--- src/verilog/battleship_pkg.sv ---
package battleship_pkg;

	// Board edge length in cells
	localparam int BOARD_SIZE = 5;

	// Highest ship count a confirm can set
	localparam int MAX_SHIPS = 5;

	// Shots held between the cursor and the referee
	localparam int QUEUE_DEPTH = 4;

	// Pointer width for the shot buffer
	localparam int QUEUE_PTR_W = $clog2(QUEUE_DEPTH);

	// Row or column index
	typedef logic [2:0] coord_t;

	// Ship count wide enough for the raw switch value 0 to 7
	typedef logic [2:0] ship_count_t;

	// Seven-segment pattern active high with segment a in bit 0
	typedef logic [6:0] seg_t;

	// Last row and last column of the board
	localparam coord_t COORD_MAX = coord_t'(BOARD_SIZE - 1);

	// Clamp value for the confirmed ship count
	localparam ship_count_t SHIP_LIMIT = ship_count_t'(MAX_SHIPS);

	// Grade of one shot
	typedef enum logic [1:0] {
		SHOT_MISS   = 2'd0,
		SHOT_HIT    = 2'd1,
		SHOT_REPEAT = 2'd2
	} shot_result_t;

	// Referee game flow
	typedef enum logic [1:0] {
		GAME_SETUP = 2'd0,
		GAME_PLAY  = 2'd1,
		GAME_WON   = 2'd2
	} game_state_t;

	// Fixed fleet with one cell per ship
	// Entry k is used when the confirmed count is above k
	// Cells (0,0) (1,3) (2,1) (3,4) (4,2)
	localparam coord_t FLEET_ROW [MAX_SHIPS] = '{3'd0, 3'd1, 3'd2, 3'd3, 3'd4};
	localparam coord_t FLEET_COL [MAX_SHIPS] = '{3'd0, 3'd3, 3'd1, 3'd4, 3'd2};

endpackage

--- src/verilog/cursor_control.sv ---
`timescale 1ns/1ps

module cursor_control (
	input  logic                   i_clk,
	input  logic                   i_rst_n,
	input  logic                   i_move_up,
	input  logic                   i_move_down,
	input  logic                   i_move_left,
	input  logic                   i_move_right,
	input  logic                   i_fire,
	input  logic                   i_ack,
	output logic                   o_req,
	output battleship_pkg::coord_t o_row,
	output battleship_pkg::coord_t o_col,
	output battleship_pkg::coord_t o_cursor_row,
	output battleship_pkg::coord_t o_cursor_col
);

	// Button levels seen on the previous clock
	logic up_q;
	logic down_q;
	logic left_q;
	logic right_q;
	logic fire_q;

	// One-cycle rising edges
	logic up_edge;
	logic down_edge;
	logic left_edge;
	logic right_edge;
	logic fire_edge;

	// Handshake still running until the queue drops its ack
	logic shot_open;

	assign up_edge    = i_move_up & ~up_q;
	assign down_edge  = i_move_down & ~down_q;
	assign left_edge  = i_move_left & ~left_q;
	assign right_edge = i_move_right & ~right_q;
	assign fire_edge  = i_fire & ~fire_q;
	assign shot_open  = o_req | i_ack;

	always_ff @(posedge i_clk) begin
		if (!i_rst_n) begin
			up_q    <= 1'b0;
			down_q  <= 1'b0;
			left_q  <= 1'b0;
			right_q <= 1'b0;
			fire_q  <= 1'b0;
		end else begin
			up_q    <= i_move_up;
			down_q  <= i_move_down;
			left_q  <= i_move_left;
			right_q <= i_move_right;
			fire_q  <= i_fire;
		end
	end

	// Up lowers the row, down raises it
	// Both stop at the edge without wrapping
	always_ff @(posedge i_clk) begin
		if (!i_rst_n) begin
			o_cursor_row <= '0;
		end else if (up_edge) begin
			if (o_cursor_row != '0)
				o_cursor_row <= o_cursor_row - 3'd1;
		end else if (down_edge) begin
			if (o_cursor_row != battleship_pkg::COORD_MAX)
				o_cursor_row <= o_cursor_row + 3'd1;
		end
	end

	// Same saturation for the column
	always_ff @(posedge i_clk) begin
		if (!i_rst_n) begin
			o_cursor_col <= '0;
		end else if (left_edge) begin
			if (o_cursor_col != '0)
				o_cursor_col <= o_cursor_col - 3'd1;
		end else if (right_edge) begin
			if (o_cursor_col != battleship_pkg::COORD_MAX)
				o_cursor_col <= o_cursor_col + 3'd1;
		end
	end

	// Four-phase request
	// Raise on a fire edge when idle, drop once ack is seen
	// A fire edge during an open handshake is lost
	always_ff @(posedge i_clk) begin
		if (!i_rst_n) begin
			o_req <= 1'b0;
		end else if (o_req && i_ack) begin
			o_req <= 1'b0;
		end else if (fire_edge && !shot_open) begin
			o_req <= 1'b1;
		end
	end

	// Shot cell held stable for the whole request
	always_ff @(posedge i_clk) begin
		if (fire_edge && !shot_open) begin
			o_row <= o_cursor_row;
			o_col <= o_cursor_col;
		end
	end

endmodule

--- src/verilog/shot_queue.sv ---
`timescale 1ns/1ps

module shot_queue (
	input  logic                   i_clk,
	input  logic                   i_rst_n,
	input  logic                   i_req_in,
	input  battleship_pkg::coord_t i_row_in,
	input  battleship_pkg::coord_t i_col_in,
	input  logic                   i_ack_out,
	output logic                   o_ack_in,
	output logic                   o_req_out,
	output battleship_pkg::coord_t o_row_out,
	output battleship_pkg::coord_t o_col_out
);

	// Write side sequencer
	typedef enum logic {
		WR_IDLE,
		WR_ACK
	} wr_state_t;

	// Read side sequencer
	typedef enum logic [1:0] {
		RD_IDLE,
		RD_REQ,
		RD_RELEASE
	} rd_state_t;

	wr_state_t wr_state;
	rd_state_t rd_state;

	// Circular storage of shot cells
	battleship_pkg::coord_t mem_row [battleship_pkg::QUEUE_DEPTH];
	battleship_pkg::coord_t mem_col [battleship_pkg::QUEUE_DEPTH];

	logic [battleship_pkg::QUEUE_PTR_W-1:0] wr_ptr;
	logic [battleship_pkg::QUEUE_PTR_W-1:0] rd_ptr;
	logic [battleship_pkg::QUEUE_PTR_W:0]   count;

	logic full;
	logic push;
	logic pop;

	assign full = (count == battleship_pkg::QUEUE_DEPTH);
	// Entry taken on the clock that raises ack
	assign push = (wr_state == WR_IDLE) && i_req_in && !full;
	// Head leaves once the consumer's ack has come back down
	assign pop  = (rd_state == RD_RELEASE) && !i_ack_out;

	assign o_ack_in  = (wr_state == WR_ACK);
	assign o_req_out = (rd_state == RD_REQ);
	assign o_row_out = mem_row[rd_ptr];
	assign o_col_out = mem_col[rd_ptr];

	always_ff @(posedge i_clk) begin
		if (!i_rst_n) begin
			wr_state <= WR_IDLE;
		end else if (wr_state == WR_IDLE) begin
			if (push)
				wr_state <= WR_ACK;
		end else if (!i_req_in) begin
			wr_state <= WR_IDLE;
		end
	end

	always_ff @(posedge i_clk) begin
		if (!i_rst_n) begin
			rd_state <= RD_IDLE;
		end else begin
			case (rd_state)
				// Present the head one cycle after it was written
				RD_IDLE: if (count != '0) rd_state <= RD_REQ;
				RD_REQ: if (i_ack_out) rd_state <= RD_RELEASE;
				RD_RELEASE: if (!i_ack_out) rd_state <= RD_IDLE;
				default: rd_state <= RD_IDLE;
			endcase
		end
	end

	always_ff @(posedge i_clk) begin
		if (push) begin
			mem_row[wr_ptr] <= i_row_in;
			mem_col[wr_ptr] <= i_col_in;
		end
	end

	// Pointers wrap on their own since the depth is a power of two
	always_ff @(posedge i_clk) begin
		if (!i_rst_n) begin
			wr_ptr <= '0;
			rd_ptr <= '0;
			count  <= '0;
		end else begin
			if (push)
				wr_ptr <= wr_ptr + 1'b1;
			if (pop)
				rd_ptr <= rd_ptr + 1'b1;
			if (push && !pop)
				count <= count + 1'b1;
			else if (pop && !push)
				count <= count - 1'b1;
		end
	end

endmodule

--- src/verilog/board_referee.sv ---
`timescale 1ns/1ps

module board_referee (
	input  logic                         i_clk,
	input  logic                         i_rst_n,
	input  battleship_pkg::ship_count_t  i_ship_count,
	input  logic                         i_confirm,
	input  logic                         i_req,
	input  battleship_pkg::coord_t       i_row,
	input  battleship_pkg::coord_t       i_col,
	output logic                         o_ack,
	output logic                         o_shot_valid,
	output battleship_pkg::shot_result_t o_shot_result,
	output battleship_pkg::coord_t       o_shot_row,
	output battleship_pkg::coord_t       o_shot_col,
	output battleship_pkg::ship_count_t  o_ships_left,
	output battleship_pkg::seg_t         o_seg,
	output logic                         o_victory,
	output battleship_pkg::game_state_t  o_game_state
);

	battleship_pkg::game_state_t state;

	// Computer board with one ship bit and one fired bit per cell
	logic ship_cell  [battleship_pkg::BOARD_SIZE][battleship_pkg::BOARD_SIZE];
	logic fired_cell [battleship_pkg::BOARD_SIZE][battleship_pkg::BOARD_SIZE];

	battleship_pkg::ship_count_t ships_clamped;
	logic load_board;
	logic take_shot;
	logic cell_ship;
	logic cell_fired;

	// Switch values above the limit count as the limit
	assign ships_clamped = (i_ship_count > battleship_pkg::SHIP_LIMIT) ?
		battleship_pkg::SHIP_LIMIT : i_ship_count;

	assign load_board = (state == battleship_pkg::GAME_SETUP) && i_confirm;
	// New request graded only during play
	assign take_shot  = (state == battleship_pkg::GAME_PLAY) && i_req && !o_ack;
	assign cell_ship  = ship_cell[i_row][i_col];
	assign cell_fired = fired_cell[i_row][i_col];

	assign o_victory    = (state == battleship_pkg::GAME_WON);
	assign o_game_state = state;

	always_ff @(posedge i_clk) begin
		if (!i_rst_n) begin
			state        <= battleship_pkg::GAME_SETUP;
			o_ships_left <= '0;
			o_ack        <= 1'b0;
			o_shot_valid <= 1'b0;
		end else begin
			// Valid pulses on the same clock that raises ack
			o_shot_valid <= take_shot;
			if (take_shot)
				o_ack <= 1'b1;
			else if (o_ack && !i_req)
				o_ack <= 1'b0;

			if (load_board) begin
				o_ships_left <= ships_clamped;
				// No ships means nothing to sink
				if (ships_clamped == '0)
					state <= battleship_pkg::GAME_WON;
				else
					state <= battleship_pkg::GAME_PLAY;
			end else if (take_shot && cell_ship && !cell_fired) begin
				o_ships_left <= o_ships_left - 3'd1;
				// Last ship afloat just went down
				if (o_ships_left == 3'd1)
					state <= battleship_pkg::GAME_WON;
			end
		end
	end

	// Confirm rebuilds the board from the first N fleet entries
	always_ff @(posedge i_clk) begin
		if (load_board) begin
			for (int r = 0; r < battleship_pkg::BOARD_SIZE; r++) begin
				for (int c = 0; c < battleship_pkg::BOARD_SIZE; c++) begin
					ship_cell[r][c]  <= 1'b0;
					fired_cell[r][c] <= 1'b0;
				end
			end
			for (int k = 0; k < battleship_pkg::MAX_SHIPS; k++) begin
				if (k < ships_clamped)
					ship_cell[battleship_pkg::FLEET_ROW[k]][battleship_pkg::FLEET_COL[k]] <= 1'b1;
			end
		end else if (take_shot) begin
			fired_cell[i_row][i_col] <= 1'b1;
		end
	end

	// Grade and cell of the last shot
	always_ff @(posedge i_clk) begin
		if (take_shot) begin
			o_shot_row <= i_row;
			o_shot_col <= i_col;
			if (cell_fired)
				o_shot_result <= battleship_pkg::SHOT_REPEAT;
			else if (cell_ship)
				o_shot_result <= battleship_pkg::SHOT_HIT;
			else
				o_shot_result <= battleship_pkg::SHOT_MISS;
		end
	end

	// Ships left as a decimal digit
	always_comb begin
		case (o_ships_left)
			3'd0: o_seg = 7'h3F;
			3'd1: o_seg = 7'h06;
			3'd2: o_seg = 7'h5B;
			3'd3: o_seg = 7'h4F;
			3'd4: o_seg = 7'h66;
			3'd5: o_seg = 7'h6D;
			// Dash for a count out of range
			default: o_seg = 7'h40;
		endcase
	end

endmodule

--- src/verilog/battleship_top.sv ---
`timescale 1ns/1ps

module battleship_top (
	input  logic                         i_clk,
	input  logic                         i_rst_n,
	input  logic                         i_move_up,
	input  logic                         i_move_down,
	input  logic                         i_move_left,
	input  logic                         i_move_right,
	input  logic                         i_fire,
	input  battleship_pkg::ship_count_t  i_ship_count,
	input  logic                         i_confirm,
	output battleship_pkg::coord_t       o_cursor_row,
	output battleship_pkg::coord_t       o_cursor_col,
	output logic                         o_shot_valid,
	output battleship_pkg::shot_result_t o_shot_result,
	output battleship_pkg::coord_t       o_shot_row,
	output battleship_pkg::coord_t       o_shot_col,
	output battleship_pkg::ship_count_t  o_ships_left,
	output battleship_pkg::seg_t         o_seg,
	output logic                         o_victory,
	output battleship_pkg::game_state_t  o_game_state
);

	// Cursor to buffer handshake
	logic                   fire_req;
	logic                   fire_ack;
	battleship_pkg::coord_t fire_row;
	battleship_pkg::coord_t fire_col;

	// Buffer to referee handshake
	logic                   grade_req;
	logic                   grade_ack;
	battleship_pkg::coord_t grade_row;
	battleship_pkg::coord_t grade_col;

	cursor_control u_cursor_control (
		.i_clk        (i_clk),
		.i_rst_n      (i_rst_n),
		.i_move_up    (i_move_up),
		.i_move_down  (i_move_down),
		.i_move_left  (i_move_left),
		.i_move_right (i_move_right),
		.i_fire       (i_fire),
		.i_ack        (fire_ack),
		.o_req        (fire_req),
		.o_row        (fire_row),
		.o_col        (fire_col),
		.o_cursor_row (o_cursor_row),
		.o_cursor_col (o_cursor_col)
	);

	shot_queue u_shot_queue (
		.i_clk     (i_clk),
		.i_rst_n   (i_rst_n),
		.i_req_in  (fire_req),
		.i_row_in  (fire_row),
		.i_col_in  (fire_col),
		.i_ack_out (grade_ack),
		.o_ack_in  (fire_ack),
		.o_req_out (grade_req),
		.o_row_out (grade_row),
		.o_col_out (grade_col)
	);

	// Referee holds ack low outside play so shots wait in the buffer
	board_referee u_board_referee (
		.i_clk         (i_clk),
		.i_rst_n       (i_rst_n),
		.i_ship_count  (i_ship_count),
		.i_confirm     (i_confirm),
		.i_req         (grade_req),
		.i_row         (grade_row),
		.i_col         (grade_col),
		.o_ack         (grade_ack),
		.o_shot_valid  (o_shot_valid),
		.o_shot_result (o_shot_result),
		.o_shot_row    (o_shot_row),
		.o_shot_col    (o_shot_col),
		.o_ships_left  (o_ships_left),
		.o_seg         (o_seg),
		.o_victory     (o_victory),
		.o_game_state  (o_game_state)
	);

endmodule

--- config.mk ---
export PLATFORM = sky130hd
export DESIGN_NAME = battleship_top
export DESIGN_NICKNAME = d
export VERILOG_FILES = /design/src/verilog/battleship_pkg.sv /design/src/verilog/cursor_control.sv /design/src/verilog/shot_queue.sv /design/src/verilog/board_referee.sv /design/src/verilog/battleship_top.sv
export SDC_FILE = /design/constraint.sdc
export NUM_CORES = 1
export LEC_CHECK = 0
export BUFFER_PORTS_ARGS = -buffer_cell sky130_fd_sc_hd__buf_2
export CORE_ASPECT_RATIO = 1.1
export CORE_UTILIZATION = 55
export CTS_CLUSTER_DIAMETER = 80
export DETAILED_ROUTE_END_ITERATION = 10
export MAX_ROUTING_LAYER = met4
export PLACE_DENSITY = 0.73
export SYNTH_ARGS = -nofsm -noshare
export SYNTH_HDL_FRONTEND = slang
export SYNTH_SLANG_ARGS = --single-unit
--- constraint.sdc ---
create_clock -name i_clk -period 7.5 [get_ports i_clk]
set_input_delay 1.125 -clock i_clk [delete_from_list [all_inputs] [get_ports i_clk]]
set_output_delay 1.125 -clock i_clk [all_outputs]
set_load 0.005 [all_outputs]
### Word level (Yosys, flattened, before mapping)

Memory sizes are Yosys's and may differ from the RTL's. A register that Yosys moved wholly into a read port is not among the register bits.
Cells that the tools add are included.

* reduce and logical (&&, ||, !) cells: 42
* magnitude comparators: 8
* eq/ne operators: 17
* bitwise gates (word level): 19
* add/subtract/negate cells: 9
* mux-type cells: 69

Operators by type and width (count)
* $mux W3: 14
* $pmux W7 S6: 1
* $mux W1: 36
* $mux W2: 11
* $reduce_bool A2 Y1: 8
* $mux W5: 3
* $logic_and A1 B1 Y1: 14
* $sub A3 B1 Y3 const B: 4
* $add A3 B1 Y3 const B: 3
* $eq A3 B3 Y1 const B: 3
* $reduce_and A3 Y1: 3
* $reduce_bool A3 Y1: 3
* $ne A2 B2 Y1 const B: 4
* $logic_not A1 Y1: 7
* $not A1 Y1: 7
* $bmux W1 S3: 2
* $eq A3 B2 Y1 const B: 2
* $logic_not A3 Y1: 2
* $lt A1 B3 Y1 const A: 2
* $lt A2 B3 Y1 const A: 2
* $ne A3 B3 Y1 const B: 2
* $or A1 B1 Y1: 6
* $pmux W2 S3: 1
* $and A1 B1 Y1: 5
* 15 further kinds: 19

* flip-flop bits (word level): 43
* RAM bits: 74
* memories kept: 4
* output and inout port bits: 28
* input port bits: 11
* word-level logic and storage cells: 190

Memories
* u_board_referee.fired_cell: words 5, bits a word 5, read ports 1, clocked after Yosys merged registers in 0, write ports 5, RTL line board_referee.sv:26 `logic fired_cell [battleship_pkg::BOARD_SIZE][battleship_pkg::BOARD_SIZE];`
* u_board_referee.ship_cell: words 5, bits a word 5, read ports 1, clocked after Yosys merged registers in 0, write ports 5, RTL line board_referee.sv:25 `logic ship_cell [battleship_pkg::BOARD_SIZE][battleship_pkg::BOARD_SIZE];`
* u_shot_queue.mem_col: words 4, bits a word 3, read ports 1, clocked after Yosys merged registers in 1, write ports 1, RTL line shot_queue.sv:34 `battleship_pkg::coord_t mem_col [battleship_pkg::QUEUE_DEPTH];`
* u_shot_queue.mem_row: words 4, bits a word 3, read ports 1, clocked after Yosys merged registers in 1, write ports 1, RTL line shot_queue.sv:33 `battleship_pkg::coord_t mem_row [battleship_pkg::QUEUE_DEPTH];`

### Logic depth before layout (Yosys ltp)

Gate-level depths: netlist of the first run.

* word-level depth: 8
* depth in mapped cells: 11
* depth with buffers taken out: 9

### Cells and area by module

From an unflattened synthesis of the first run, not the netlist that was laid out.

* cells, all modules: 427
* area, all modules: 5261.3 sq um

Modules (own cells, without submodules)
* board_referee: instances 1, sequential area each 1731.7 sq um, area each 3030.4 sq um, cells each 267
* shot_queue: instances 1, sequential area each 960.9 sq um, area each 1437.6 sq um, cells each 90
* cursor_control: instances 1, sequential area each 420.4 sq um, area each 793.3 sq um, cells each 70

### Least setup slack after synthesis of the first run

OpenSTA, ideal clock, no wires.

* kind: reg-to-reg
* start point: reg u_shot_queue.rd_state[0]
* end point: mem u_board_referee.fired_cell[1][1] in the netlist's numbering (enable)
* required time: 7.190 ns
* path slack: 4.509 ns
* arrival: 2.681 ns
* library setup time: 0.310 ns
* stages on the path, launching flop included: 7
* period minus slack after synthesis: 2.991 ns
* path buffers: 0
* cell sequence: dfxtp_1 -> or2b_2 -> nor4_2 -> a21boi_2 -> and2_1 -> nand2_1 -> o21ai_0

RTL lines
* start: declaration: RTL line shot_queue.sv:30 `rd_state_t rd_state;`
* start signal: assignment: RTL line shot_queue.sv:68 `rd_state <= RD_IDLE;`
* start signal: assignment: RTL line shot_queue.sv:72 `RD_IDLE: if (count != '0) rd_state <= RD_REQ;`
* start signal: assignment: RTL line shot_queue.sv:73 `RD_REQ: if (i_ack_out) rd_state <= RD_RELEASE;`
* end: declaration: RTL line board_referee.sv:26

==> tab_implementation.tex, run 1 <==
\begin{tabular}{lr}
\hline
Metric & Value \\
\hline
\multicolumn{2}{l}{\textbf{Final layout}} \\
Area occupied by registers & 3110 um\^{}2 \\
Area of the multi-input gates & 1880 um\^{}2 \\
Antenna diode instance count & 0 \\
Final design utilization & 0.647 \\
Final Net Count & 506 \\
Design area & 6020 um\^{}2 \\
Number of filler cells placed in the layout & 713 \\
Layout area overhead & 15.0\% \\
Layout cell share with drive strength beyond 1 & 0.180 \\
\multicolumn{2}{l}{\textbf{Floorplan}} \\
Core region area & 9310 um\^{}2 \\
IO Pins & 39 \\
Chip Width & 95.1 um \\
Chip height & 104 um \\
Starting utilization of the core area & 0.563 \\
Full die area & 9920 um\^{}2 \\
Cell Rows & 37 \\
\multicolumn{2}{l}{\textbf{Drt}} \\
Antenna viol nets, final & 0 \\
Via density & 5.67 \\
Total vias in the final route & 3,471 \\
Met2 routed WL & 5080 um \\
Met1 wire length & 4230 um \\
Average wire length per cell after detail routing & 16.5 um \\
Initial DRC count & 276 \\
Top layer reached by signal wires & met4 \\
Routed wire length & 10,100 um \\
Total met3 wirelength after detailed routing & 602 um \\
Number of detailed-route iterations in the first pass & 5 \\
DRC errors left & 0 \\
\multicolumn{2}{l}{\textbf{Pwr}} \\
Total Power & 1.73 mW \\
Max VDD drop & 0.191 mV \\
Leakage power total & 2.26 nW \\
Power density over the cells & 287 nW/um\^{}2 \\
\multicolumn{2}{l}{\textbf{GRT}} \\
Maximum number of pins on one net before global-route repair & 28 \\
Antenna violations before repair & 0 \\
Overflow left after global routing & 0 \\
First-pass GRT wire length & 17,000 um \\
Global-route usage over all layers & 0.239 \\
Number of global-route vias before repair & 3,460 \\
\multicolumn{2}{l}{\textbf{STA}} \\
Clk\_skew & 0.00806 ns \\
Number of endpoints with negative hold slack in the final report & 0 \\
Final total negative setup slack & 0 ns \\
Final min period & 3.47 ns \\
Final worst path period share & 0.462 \\
Worst slew pin tran & 0.904 ns \\
Unrepaired setup endpoints after global routing & no \\
Worst slew margin relative to its limit & 0.394 \\
Max Fclk & 0.288 GHz \\
Final-report max-slew violation count & 0 \\
Final setup fails & 0 \\
\multicolumn{2}{l}{\textbf{Setup path}} \\
CP Buf/Inv Count & 0 \\
Slack of the worst reg-to-reg path & 4.03 ns \\
Highest-delay cell along the critical path & sky130\_fd\_sc\_hd\_\_a21boi\_2 \\
Endpoint required time on the critical path & 7.71 ns \\
Worst-path maximum fanout & 24 \\
Reg-to-reg critical path endpoint & u\_board\_referee.fired\_cell[1][4] \\
Crit path kind & reg2reg \\
Worst path arrival time & 3.68 ns \\
Reg2Reg Depth & 6 \\
Delay contributed by the slowest stage of the critical path & 0.70 ns \\
Family with the most delay on the worst path & compound AO/OA/AOI/OAI gates \\
Startpoint type of the worst setup path & flip-flop \\
Chain of cells forming the critical path & mux4\_2, or2\_1, a21boi\_2, and2\_1, nand2\_1, o21ai\_0 \\
Capturing element type of the critical path & flip-flop \\
\multicolumn{2}{l}{\textbf{Clock tree}} \\
CTS tree & done \\
Hold buffers post-CTS & 0 \\
Setup fix buffers added after clock tree synthesis & 0 \\
Htree depth & 4 \\
CTS Sinks & 114 \\
Quantity of gates resized following cts & 0 \\
Worst-Skew Late Latency & 0.52 ns \\
Buffer type at the clock tree root & sky130\_fd\_sc\_hd\_\_clkbuf\_8 \\
Clock transition time at the flip-flop clock pins of the worst setup and hold paths & 0.06 ns \\
Number of buffers added by the clock tree synthesis step & 17 \\
Worst-case clock buffer depth & 2 \\
\multicolumn{2}{l}{\textbf{Placement}} \\
Half-perimeter wire length of the detailed placement result & 6880 um \\
GP Congestion & 0.865 \\
Buffers added on ports & 38 \\
Placed Instance Area & 5440 um\^{}2 \\
\multicolumn{2}{l}{\textbf{Logic synthesis}} \\
Most used flip-flop cell after synthesis & sky130\_fd\_sc\_hd\_\_edfxtp\_1 \\
Nets in the synthesized netlist & 471 \\
YS warnings & 0 \\
Number of synthesized flops with an enable pin & 83 \\
Area share of the leading cell type in the synthesized netlist & 0.476 \\
Per-instance average area after synthesis & 11.7 um\^{}2 \\
Asr flop ratio synth & 0 \\
Post-synthesis cell area & 5240 um\^{}2 \\
Library cell with the largest summed area after synthesis & sky130\_fd\_sc\_hd\_\_edfxtp\_1 \\
Share of the yosys chip area belonging to registers & 0.594 \\
Top area cells in the synthesized netlist & sky130\_fd\_sc\_hd\_\_edfxtp\_1 (48\%), sky130\_fd\_sc\_hd\_\_dfxtp\_1 (12\%), sky130\_fd\_sc\_hd\_\_nor2\_1 (5.0\%), sky130\_fd\_sc\_hd\_\_mux2i\_1 (4.4\%), sky130\_fd\_sc\_hd\_\_o21ai\_0 (2.9\%) \\
Synth Register Bits & 114 \\
Gate count after technology mapping & 447 \\
Synth cell types & 61 \\
\multicolumn{2}{l}{\textbf{Run}} \\
Max\_cap viols & 0 \\
\multicolumn{2}{l}{\textbf{Worst hold path}} \\
Cells on Worst Hold Path & 2 \\
Worst min-delay path category & reg2reg \\
Endpoint of the worst hold path & u\_shot\_queue.o\_ack\_in \\
Hold path startpoint & u\_cursor\_control.o\_req \\
\multicolumn{2}{l}{\textbf{Run status}} \\
Run status & finished clean \\
\hline
\end{tabular}
[per-layer routing]
layer  up-vias  track usage
met5         -            -
met4         0        0.113
met3        22       0.0665
met2       116        0.370
met1      1655        0.286
li1       1678            -
[area by class of cell]
class / count / area share
Clock inverter: 13 / 0.0241
Timing Repair Buffer: 40 / 0.0341
Inverter: 24 / 0.0150
Multi-Input combinational cell: 285 / 0.312
Sequential cell: 114 / 0.517
Clock buffer: 19 / 0.0735
Tap cell: 117 / 0.0243
[cell usage in the layout, fill, tap and decap left out, types with 4 or more instances in the layout]
cell	instances
sky130_fd_sc_hd__nor3_1	7
sky130_fd_sc_hd__ha_1	10
sky130_fd_sc_hd__a22oi_1	4
sky130_fd_sc_hd__clkbuf_16	17
sky130_fd_sc_hd__buf_2	38
sky130_fd_sc_hd__or3_1	4
sky130_fd_sc_hd__inv_1	23
sky130_fd_sc_hd__xor2_1	5
sky130_fd_sc_hd__nor2_1	70
sky130_fd_sc_hd__nand2b_1	4
sky130_fd_sc_hd__nand2_1	24
sky130_fd_sc_hd__edfxtp_1	83
sky130_fd_sc_hd__and2_1	12
sky130_fd_sc_hd__nor4_1	4
sky130_fd_sc_hd__inv_6	4
sky130_fd_sc_hd__o21ai_0	30
sky130_fd_sc_hd__a21oi_1	11
sky130_fd_sc_hd__xnor2_1	4
sky130_fd_sc_hd__nand3_1	11
sky130_fd_sc_hd__a31oi_1	4
sky130_fd_sc_hd__nand4_1	5
sky130_fd_sc_hd__mux2i_1	23
sky130_fd_sc_hd__dfxtp_1	31
[registers in the layout (all words and copies together), names as in the netlist, 2 cells and up, named ones only]
register and cells:
u_shot_queue.rd_ptr 2, u_board_referee.o_shot_col 3, u_board_referee.o_ships_left 3, u_shot_queue.mem_row 12, u_shot_queue.wr_ptr 2, u_shot_queue.mem_col 12, u_board_referee.o_game_state 2, u_cursor_control.o_cursor_row 3
u_shot_queue.count 3, u_board_referee.fired_cell 40, u_board_referee.o_shot_result 2, u_cursor_control.o_col 3, u_cursor_control.o_row 3, u_board_referee.o_shot_row 3, u_cursor_control.o_cursor_col 3, u_shot_queue.rd_state 2
[cells by family (layout without fill, tap and decap cells)]
group	count (synthesis)	after routing	share of synthesized area
buf+inv	48	96	0.0482
simple gates	164	164	0.154
flops	114	114	0.594
xor+xnor	9	9	0.0150
mux	30	30	0.0712
compound gates	69	69	0.0817
fa+ha+maj	13	13	0.0353
[power by group]
| part | internal (mW) | switching [mW] | total (mW) |
|---|---|---|---|
| registers | 0.724 | 0.0263 | 0.750 |
| clock network | 0.497 | 0.290 | 0.787 |
| logic | 0.0751 | 0.116 | 0.192 |
[stage by stage]
step / hold slack (ns) / cells / setup slack (ns)
floorplan: 0.433 / 447 / 4.51
global placement: 0.450 / 580 / 3.99
detailed placement: 0.455 / 580 / 3.85
CTS: 0.469 / 612 / 4.03
global route: 0.485 / 612 / 3.76
finish: 0.474 / 612 / 4.03
[synthesized netlist by cell type, drive strengths merged, types with 4 or more instances]
cell type	n
nor3	7
a31oi	4
edfxtp	83
and3	4
or3	4
o31ai	4
nand2	24
dfxtp	31
buf	9
and2	13
a21oi	11
nor4	6
nand3	11
xnor2	4
mux4	5
inv	24
mux2i	23
nand2b	4
nand4	5
o21ai	31
xor2	5
nor2	70
ha	10
clkbuf	15
a22oi	4
[worst max path at each step]
| stage | start | end | slack [ns] | depth (start not counted) |
|---|---|---|---|---|
| floorplan | u_shot_queue.rd_state[0] | u_board_referee.fired_cell[1][1] | 4.51 | 6 |
| global placement | i_confirm | u_board_referee.fired_cell[3][2] | 3.99 | 5 |
| detailed placement | i_confirm | u_board_referee.fired_cell[3][2] | 3.85 | 5 |
| CTS | flip-flop | u_board_referee.fired_cell[1][4] | 4.03 | 6 |
| global route | flip-flop | u_board_referee.fired_cell[0][1] | 3.76 | 5 |
| finish | flip-flop | u_board_referee.fired_cell[1][4] | 4.03 | 6 |
[worst min-delay path, stage by stage (launching register included)]
cell,delay [ns]
sky130_fd_sc_hd__dfxtp_1,0.33
sky130_fd_sc_hd__nand2_1,0.06
sky130_fd_sc_hd__a31oi_1,0.04
Power figures use the tool's default switching activity.
==> run 2: changes to the inputs <==
==> constraint.sdc (replaced) <==
create_clock -name i_clk -period 3.6 [get_ports i_clk]
set_input_delay 0.54 -clock i_clk [delete_from_list [all_inputs] [get_ports i_clk]]
set_output_delay 0.54 -clock i_clk [all_outputs]
set_load 0.005 [all_outputs]
==> run 2 against run 1 <==
Effect of this change: worst hold slack worse by 0.23 ns; global-route usage is 0.60 points lower; clock skew is 0.0018 ns lower; combinational power is 110% higher; cell count is 0.98% higher; first-iteration DRC count is 30% lower; power is 100% higher; utilization is 0.15 points higher; critical path type unchanged; highest routed layer unchanged.
==> tab_implementation.tex, run 2 (same netlist as run 1, synthesis figures left out) <==
\begin{tabular}{lr}
\hline
Metric & Value \\
\hline
\multicolumn{2}{l}{\textbf{Clock tree}} \\
Setup fix buffers added after clock tree synthesis & 0 \\
Worst-Skew Late Latency & 0.51 ns \\
Buffer type at the clock tree root & sky130\_fd\_sc\_hd\_\_clkbuf\_8 \\
Clock transition time at the flip-flop clock pins of the worst setup and hold paths & 0.06 ns \\
CTS tree & done \\
CTS Sinks & 114 \\
Number of buffers added by the clock tree synthesis step & 17 \\
Htree depth & 4 \\
Hold buffers post-CTS & 0 \\
Quantity of gates resized following cts & 0 \\
Worst-case clock buffer depth & 2 \\
\multicolumn{2}{l}{\textbf{Floorplan}} \\
Chip Width & 95.1 um \\
Chip height & 104 um \\
Cell Rows & 37 \\
Full die area & 9920 um\^{}2 \\
Core region area & 9310 um\^{}2 \\
IO Pins & 39 \\
Starting utilization of the core area & 0.563 \\
\multicolumn{2}{l}{\textbf{Drt}} \\
Number of detailed-route iterations in the first pass & 5 \\
DRC errors left & 0 \\
Antenna viol nets, final & 0 \\
Routed wire length & 10,200 um \\
Total vias in the final route & 3,497 \\
Via density & 5.66 \\
Average wire length per cell after detail routing & 16.5 um \\
Initial DRC count & 193 \\
\multicolumn{2}{l}{\textbf{GRT}} \\
Antenna violations before repair & 0 \\
Number of global-route vias before repair & 3,465 \\
First-pass GRT wire length & 16,700 um \\
Global-route usage over all layers & 0.233 \\
Overflow left after global routing & 0 \\
Maximum number of pins on one net before global-route repair & 28 \\
\multicolumn{2}{l}{\textbf{Pwr}} \\
Sequential fraction of design power & 0.445 \\
Leakage power total & 2.27 nW \\
Max VDD drop & 0.383 mV \\
Sw Share & 0.258 \\
Power density over the cells & 582 nW/um\^{}2 \\
Combinational group share of total power & 0.117 \\
Power dissipated by switching net loads & 0.906 mW \\
Total Power & 3.52 mW \\
Internal power & 2.61 mW \\
Part of the power in the clock network & 0.439 \\
\multicolumn{2}{l}{\textbf{Setup path}} \\
Worst path arrival time & 3.55 ns \\
Worst-path maximum fanout & 24 \\
Delay contributed by the slowest stage of the critical path & 0.56 ns \\
Capturing element type of the critical path & flip-flop \\
Startpoint type of the worst setup path & flip-flop \\
Most frequent cell on the critical path & sky130\_fd\_sc\_hd\_\_mux2\_2 \\
Crit path kind & reg2reg \\
Highest-delay cell along the critical path & sky130\_fd\_sc\_hd\_\_dfxtp\_1 \\
Endpoint required time on the critical path & 3.98 ns \\
Chain of cells forming the critical path & mux2i\_1, mux2\_2, inv\_2, mux2\_2, o311a\_1, nand3\_1, o21ai\_0, nor4\_2, o31ai\_1 \\
Reg2Reg Depth & 9 \\
\multicolumn{2}{l}{\textbf{STA}} \\
Unrepaired setup endpoints after global routing & no \\
Number of endpoints with negative hold slack in the final report & 0 \\
Final min period & 3.17 ns \\
Max Fclk & 0.315 GHz \\
Final setup fails & 0 \\
Worst hold slack across all endpoints & 0.248 ns \\
Final worst path period share & 0.881 \\
Worst slew margin relative to its limit & 0.540 \\
Final-report max-slew violation count & 0 \\
Clk\_skew & 0.00623 ns \\
Worst slew pin tran & 0.690 ns \\
Final total negative setup slack & 0 ns \\
\multicolumn{2}{l}{\textbf{Final layout}} \\
Number of filler cells placed in the layout & 682 \\
Most flop-heavy register & u\_board\_referee.fired\_cell \\
Area of the multi-input gates & 1880 um\^{}2 \\
Antenna diode instance count & 0 \\
Final Net Count & 512 \\
Commonest cells after routing, fill and taps aside & sky130\_fd\_sc\_hd\_\_edfxtp\_1 (83), sky130\_fd\_sc\_hd\_\_nor2\_1 (70), sky130\_fd\_sc\_hd\_\_buf\_2 (38) \\
Layout area overhead & 15.3\% \\
Most frequent standard cell in the layout excluding fill and tap cells & sky130\_fd\_sc\_hd\_\_edfxtp\_1 \\
Flip-flop count of the largest register after layout & 40 \\
Layout cell share with drive strength beyond 1 & 0.192 \\
Largest registers ranked by flip-flop count & u\_board\_referee.fired\_cell: 40 flops, u\_shot\_queue.mem\_col: 12 flops, u\_shot\_queue.mem\_row: 12 flops \\
Area occupied by registers & 3110 um\^{}2 \\
\multicolumn{2}{l}{\textbf{Run status}} \\
Run status & finished clean \\
\multicolumn{2}{l}{\textbf{Worst hold path}} \\
Worst min-delay path category & in2reg \\
Cells on Worst Hold Path & 2 \\
Hold path startpoint & i\_fire \\
\multicolumn{2}{l}{\textbf{Run}} \\
Max\_cap viols & 0 \\
\multicolumn{2}{l}{\textbf{Placement}} \\
Buffers added on ports & 38 \\
Half-perimeter wire length of the detailed placement result & 6980 um \\
GP Congestion & 0.853 \\
\hline
\end{tabular}
run 2: power by group through the flow:
stage | sequential (mW) | clock (mW) | combinational (mW)
6_report | 1.56 | 1.54 | 0.410
5_1_grt | 1.57 | 1.62 | 0.459
4_1_cts | 1.56 | 1.56 | 0.411
3_5_place_dp | 1.59 | 0 | 0.408
3_3_place_gp | 1.59 | 0 | 0.395
2_1_floorplan | 1.57 | 0 | 0.298
run 2: area by class of cell:
cell class	instances	share of cell area
clock buffers	18	0.0709
clock inverters	14	0.0213
inverters	24	0.0149
multi-input cells	285	0.312
flip-flops and latches	114	0.516
well taps	117	0.0242
repair buffers	46	0.0414
run 2: worst max-delay path: cells and delay by family (launching register included):
family | cells | cell delay, ns
flops | 1 | 0.56
simple gates | 2 | 0.53
mux | 3 | 0.88
buf+inv | 1 | 0.43
compound gates | 3 | 0.61
run 2: path summary, 6_finish.rpt:
kind                                     endpoint  slack [ns]
hold / removal            u_cursor_control.fire_q        0.25
hold reg to reg             u_shot_queue.o_ack_in        0.47
setup / recovery  u_board_referee.o_game_state[0]        0.43
setup reg to reg  u_board_referee.o_game_state[0]        0.43
run 2: routing by layer:
layer	vias to the layer above	share of wire	track usage
met5	-	0	-
met3	24	0.041	0.0673
met1	1680	0.42	0.275
met2	99	0.51	0.366
met4	0	0.028	0.103
li1	1694	-	-
run 2: per-stage QoR:
step	util	instance area [um^2]	instances	setup slack [ns]
after floorplan	-	5240	447	0.609
after global placement	0.589	5480	586	0.599
after detailed placement	0.589	5480	586	0.467
after CTS	0.649	6040	618	0.435
after global routing	0.649	6040	618	0.237
final	0.649	6040	618	0.428
==> run 3: changes to the inputs <==
--- a/config.mk
+++ b/config.mk
@@ -6,7 +6,6 @@
 export NUM_CORES = 1
 export LEC_CHECK = 0
 export BUFFER_PORTS_ARGS = -buffer_cell sky130_fd_sc_hd__buf_2
-export CORE_ASPECT_RATIO = 1.1
 export CORE_UTILIZATION = 55
 export CTS_CLUSTER_DIAMETER = 80
 export DETAILED_ROUTE_END_ITERATION = 10
==> run 3 against run 2 <==
Effect of this change: largest cell class unchanged; cell count up 1.9%; clock skew fell by 0.0021 ns; die area is essentially flat; cell area grew 1.8%; critical path type unchanged.
==> tab_implementation.tex, run 3 (same netlist as run 1, synthesis figures left out) <==
\begin{tabular}{lr}
\hline
Metric & Value \\
\hline
\multicolumn{2}{l}{\textbf{Run status}} \\
Run status & finished clean \\
\multicolumn{2}{l}{\textbf{Worst hold path}} \\
Worst min-delay path category & in2reg \\
Hold path startpoint & i\_move\_up \\
\multicolumn{2}{l}{\textbf{STA}} \\
Worst slew pin tran & 0.698 ns \\
Final-report max-slew violation count & 0 \\
Worst slew margin relative to its limit & 0.534 \\
Number of endpoints with negative hold slack in the final report & 0 \\
Max Fclk & 0.321 GHz \\
Worst hold slack across all endpoints & 0.247 ns \\
Final total negative setup slack & 0 ns \\
Post-layout worst setup margin & 0.486 ns \\
Unrepaired setup endpoints after global routing & no \\
Final worst path period share & 0.865 \\
Final setup fails & 0 \\
Clk\_skew & 0.00410 ns \\
Final min period & 3.11 ns \\
\multicolumn{2}{l}{\textbf{Floorplan}} \\
Chip Width & 99.6 um \\
Chip height & 99.6 um \\
Full die area & 9920 um\^{}2 \\
Core region area & 9240 um\^{}2 \\
Cell Rows & 35 \\
Starting utilization of the core area & 0.567 \\
IO Pins & 39 \\
\multicolumn{2}{l}{\textbf{Setup path}} \\
Delay contributed by the slowest stage of the critical path & 0.56 ns \\
Startpoint type of the worst setup path & flip-flop \\
Capturing element type of the critical path & flip-flop \\
Endpoint required time on the critical path & 3.97 ns \\
Worst path arrival time & 3.49 ns \\
Highest-delay cell along the critical path & sky130\_fd\_sc\_hd\_\_dfxtp\_1 \\
Crit path kind & reg2reg \\
Chain of cells forming the critical path & mux2i\_1, mux2\_2, inv\_2, mux2\_2, o311a\_1, nand3\_1, o21ai\_0, nor4\_2, o31ai\_1 \\
Worst-path maximum fanout & 24 \\
Most frequent cell on the critical path & sky130\_fd\_sc\_hd\_\_mux2\_2 \\
\multicolumn{2}{l}{\textbf{Clock tree}} \\
Number of buffers added by the clock tree synthesis step & 17 \\
Clock transition time at the flip-flop clock pins of the worst setup and hold paths & 0.05 ns \\
Buffer type at the clock tree root & sky130\_fd\_sc\_hd\_\_clkbuf\_8 \\
Quantity of gates resized following cts & 0 \\
CTS Sinks & 114 \\
CTS tree & done \\
Htree depth & 4 \\
Hold buffers post-CTS & 0 \\
Worst-Skew Late Latency & 0.51 ns \\
Worst-case clock buffer depth & 2 \\
Setup fix buffers added after clock tree synthesis & 0 \\
\multicolumn{2}{l}{\textbf{Final layout}} \\
Commonest cells after routing, fill and taps aside & sky130\_fd\_sc\_hd\_\_edfxtp\_1 (83), sky130\_fd\_sc\_hd\_\_nor2\_1 (70), sky130\_fd\_sc\_hd\_\_buf\_2 (38) \\
Layout area overhead & 17.4\% \\
Post-Layout Cell Count & 630 \\
Design area & 6150 um\^{}2 \\
Largest registers ranked by flip-flop count & u\_board\_referee.fired\_cell: 40 flops, u\_shot\_queue.mem\_col: 12 flops, u\_shot\_queue.mem\_row: 12 flops \\
Final design utilization & 0.666 \\
Most frequent standard cell in the layout excluding fill and tap cells & sky130\_fd\_sc\_hd\_\_edfxtp\_1 \\
Most flop-heavy register & u\_board\_referee.fired\_cell \\
Layout cell share with drive strength beyond 1 & 0.188 \\
Flip-flop count of the largest register after layout & 40 \\
Antenna diode instance count & 0 \\
Final Net Count & 512 \\
\multicolumn{2}{l}{\textbf{GRT}} \\
Number of global-route vias before repair & 3,348 \\
Antenna violations before repair & 0 \\
Overflow left after global routing & 0 \\
Maximum number of pins on one net before global-route repair & 28 \\
Global-route usage over all layers & 0.229 \\
First-pass GRT wire length & 16,400 um \\
\multicolumn{2}{l}{\textbf{Drt}} \\
Average wire length per cell after detail routing & 16.1 um \\
Antenna viol nets, final & 0 \\
Total vias in the final route & 3,583 \\
Number of detailed-route iterations in the first pass & 5 \\
Via density & 5.69 \\
Routed wire length & 10,100 um \\
Initial DRC count & 375 \\
DRC errors left & 0 \\
\multicolumn{2}{l}{\textbf{Placement}} \\
Placed cell count & 598 \\
Pre-CTS setup slack & 0.509 ns \\
Buffers added on ports & 38 \\
GP Congestion & 0.868 \\
Half-perimeter wire length of the detailed placement result & 6740 um \\
Placed Instance Area & 5500 um\^{}2 \\
\multicolumn{2}{l}{\textbf{Pwr}} \\
Sequential fraction of design power & 0.410 \\
Part of the power in the clock network & 0.481 \\
Power density over the cells & 620 nW/um\^{}2 \\
Internal power & 2.93 mW \\
Total Power & 3.82 mW \\
Leakage power total & 2.31 nW \\
Max VDD drop & 0.373 mV \\
Combinational group share of total power & 0.109 \\
Power dissipated by switching net loads & 0.882 mW \\
Sw Share & 0.231 \\
\multicolumn{2}{l}{\textbf{Run}} \\
Max\_cap viols & 0 \\
\hline
\end{tabular}
[run 3: layout make-up]
| type | count | area (um^2) |
|---|---|---|
| Clock buffer | 18 | 418 |
| Clock inverter | 14 | 235 |
| Fill cell | 675 | 3090 |
| Inverter | 24 | 90.1 |
| Multi-Input combinational cell | 285 | 1880 |
| Sequential cell | 114 | 3110 |
| Tap cell | 129 | 161 |
| Timing Repair Buffer | 46 | 250 |
[run 3: path summary, 6_finish.rpt]
kind / end / slack [ns] / cells past startpoint
hold / removal: u_cursor_control.up_q / 0.25 / 2
setup / recovery: u_board_referee.o_game_state[0] / 0.49 / 9
hold reg to reg: u_cursor_control.o_col[1] / 0.49 / 0
setup reg to reg: u_board_referee.o_game_state[0] / 0.49 / 9
[run 3: critical path: cells and delay by family (launching register included)]
| family | cells | cell delay (ns) |
|---|---|---|
| AO/OA/AOI/OAI | 3 | 0.63 |
| multiplexers | 3 | 0.88 |
| flip-flops | 1 | 0.56 |
| AND/OR/NAND/NOR | 2 | 0.48 |
| buffers and inverters | 1 | 0.43 |
[run 3: power by group through the flow]
stage | clock network, mW | logic (mW) | registers [mW]
3_5_place_dp | 0 | 0.407 | 1.59
3_3_place_gp | 0 | 0.392 | 1.59
5_1_grt | 1.91 | 0.462 | 1.58
2_1_floorplan | 0 | 0.298 | 1.57
4_1_cts | 1.85 | 0.412 | 1.57
6_report | 1.84 | 0.415 | 1.57
[run 3: per-layer routing]
metal / global-route usage / part of all wire / up-vias
li1: - / - / 1702
met1: 0.300 / 0.45 / 1726
met2: 0.342 / 0.47 / 135
met3: 0.0555 / 0.067 / 20
met4: 0.0984 / 0.017 / 0
met5: - / 0 / -
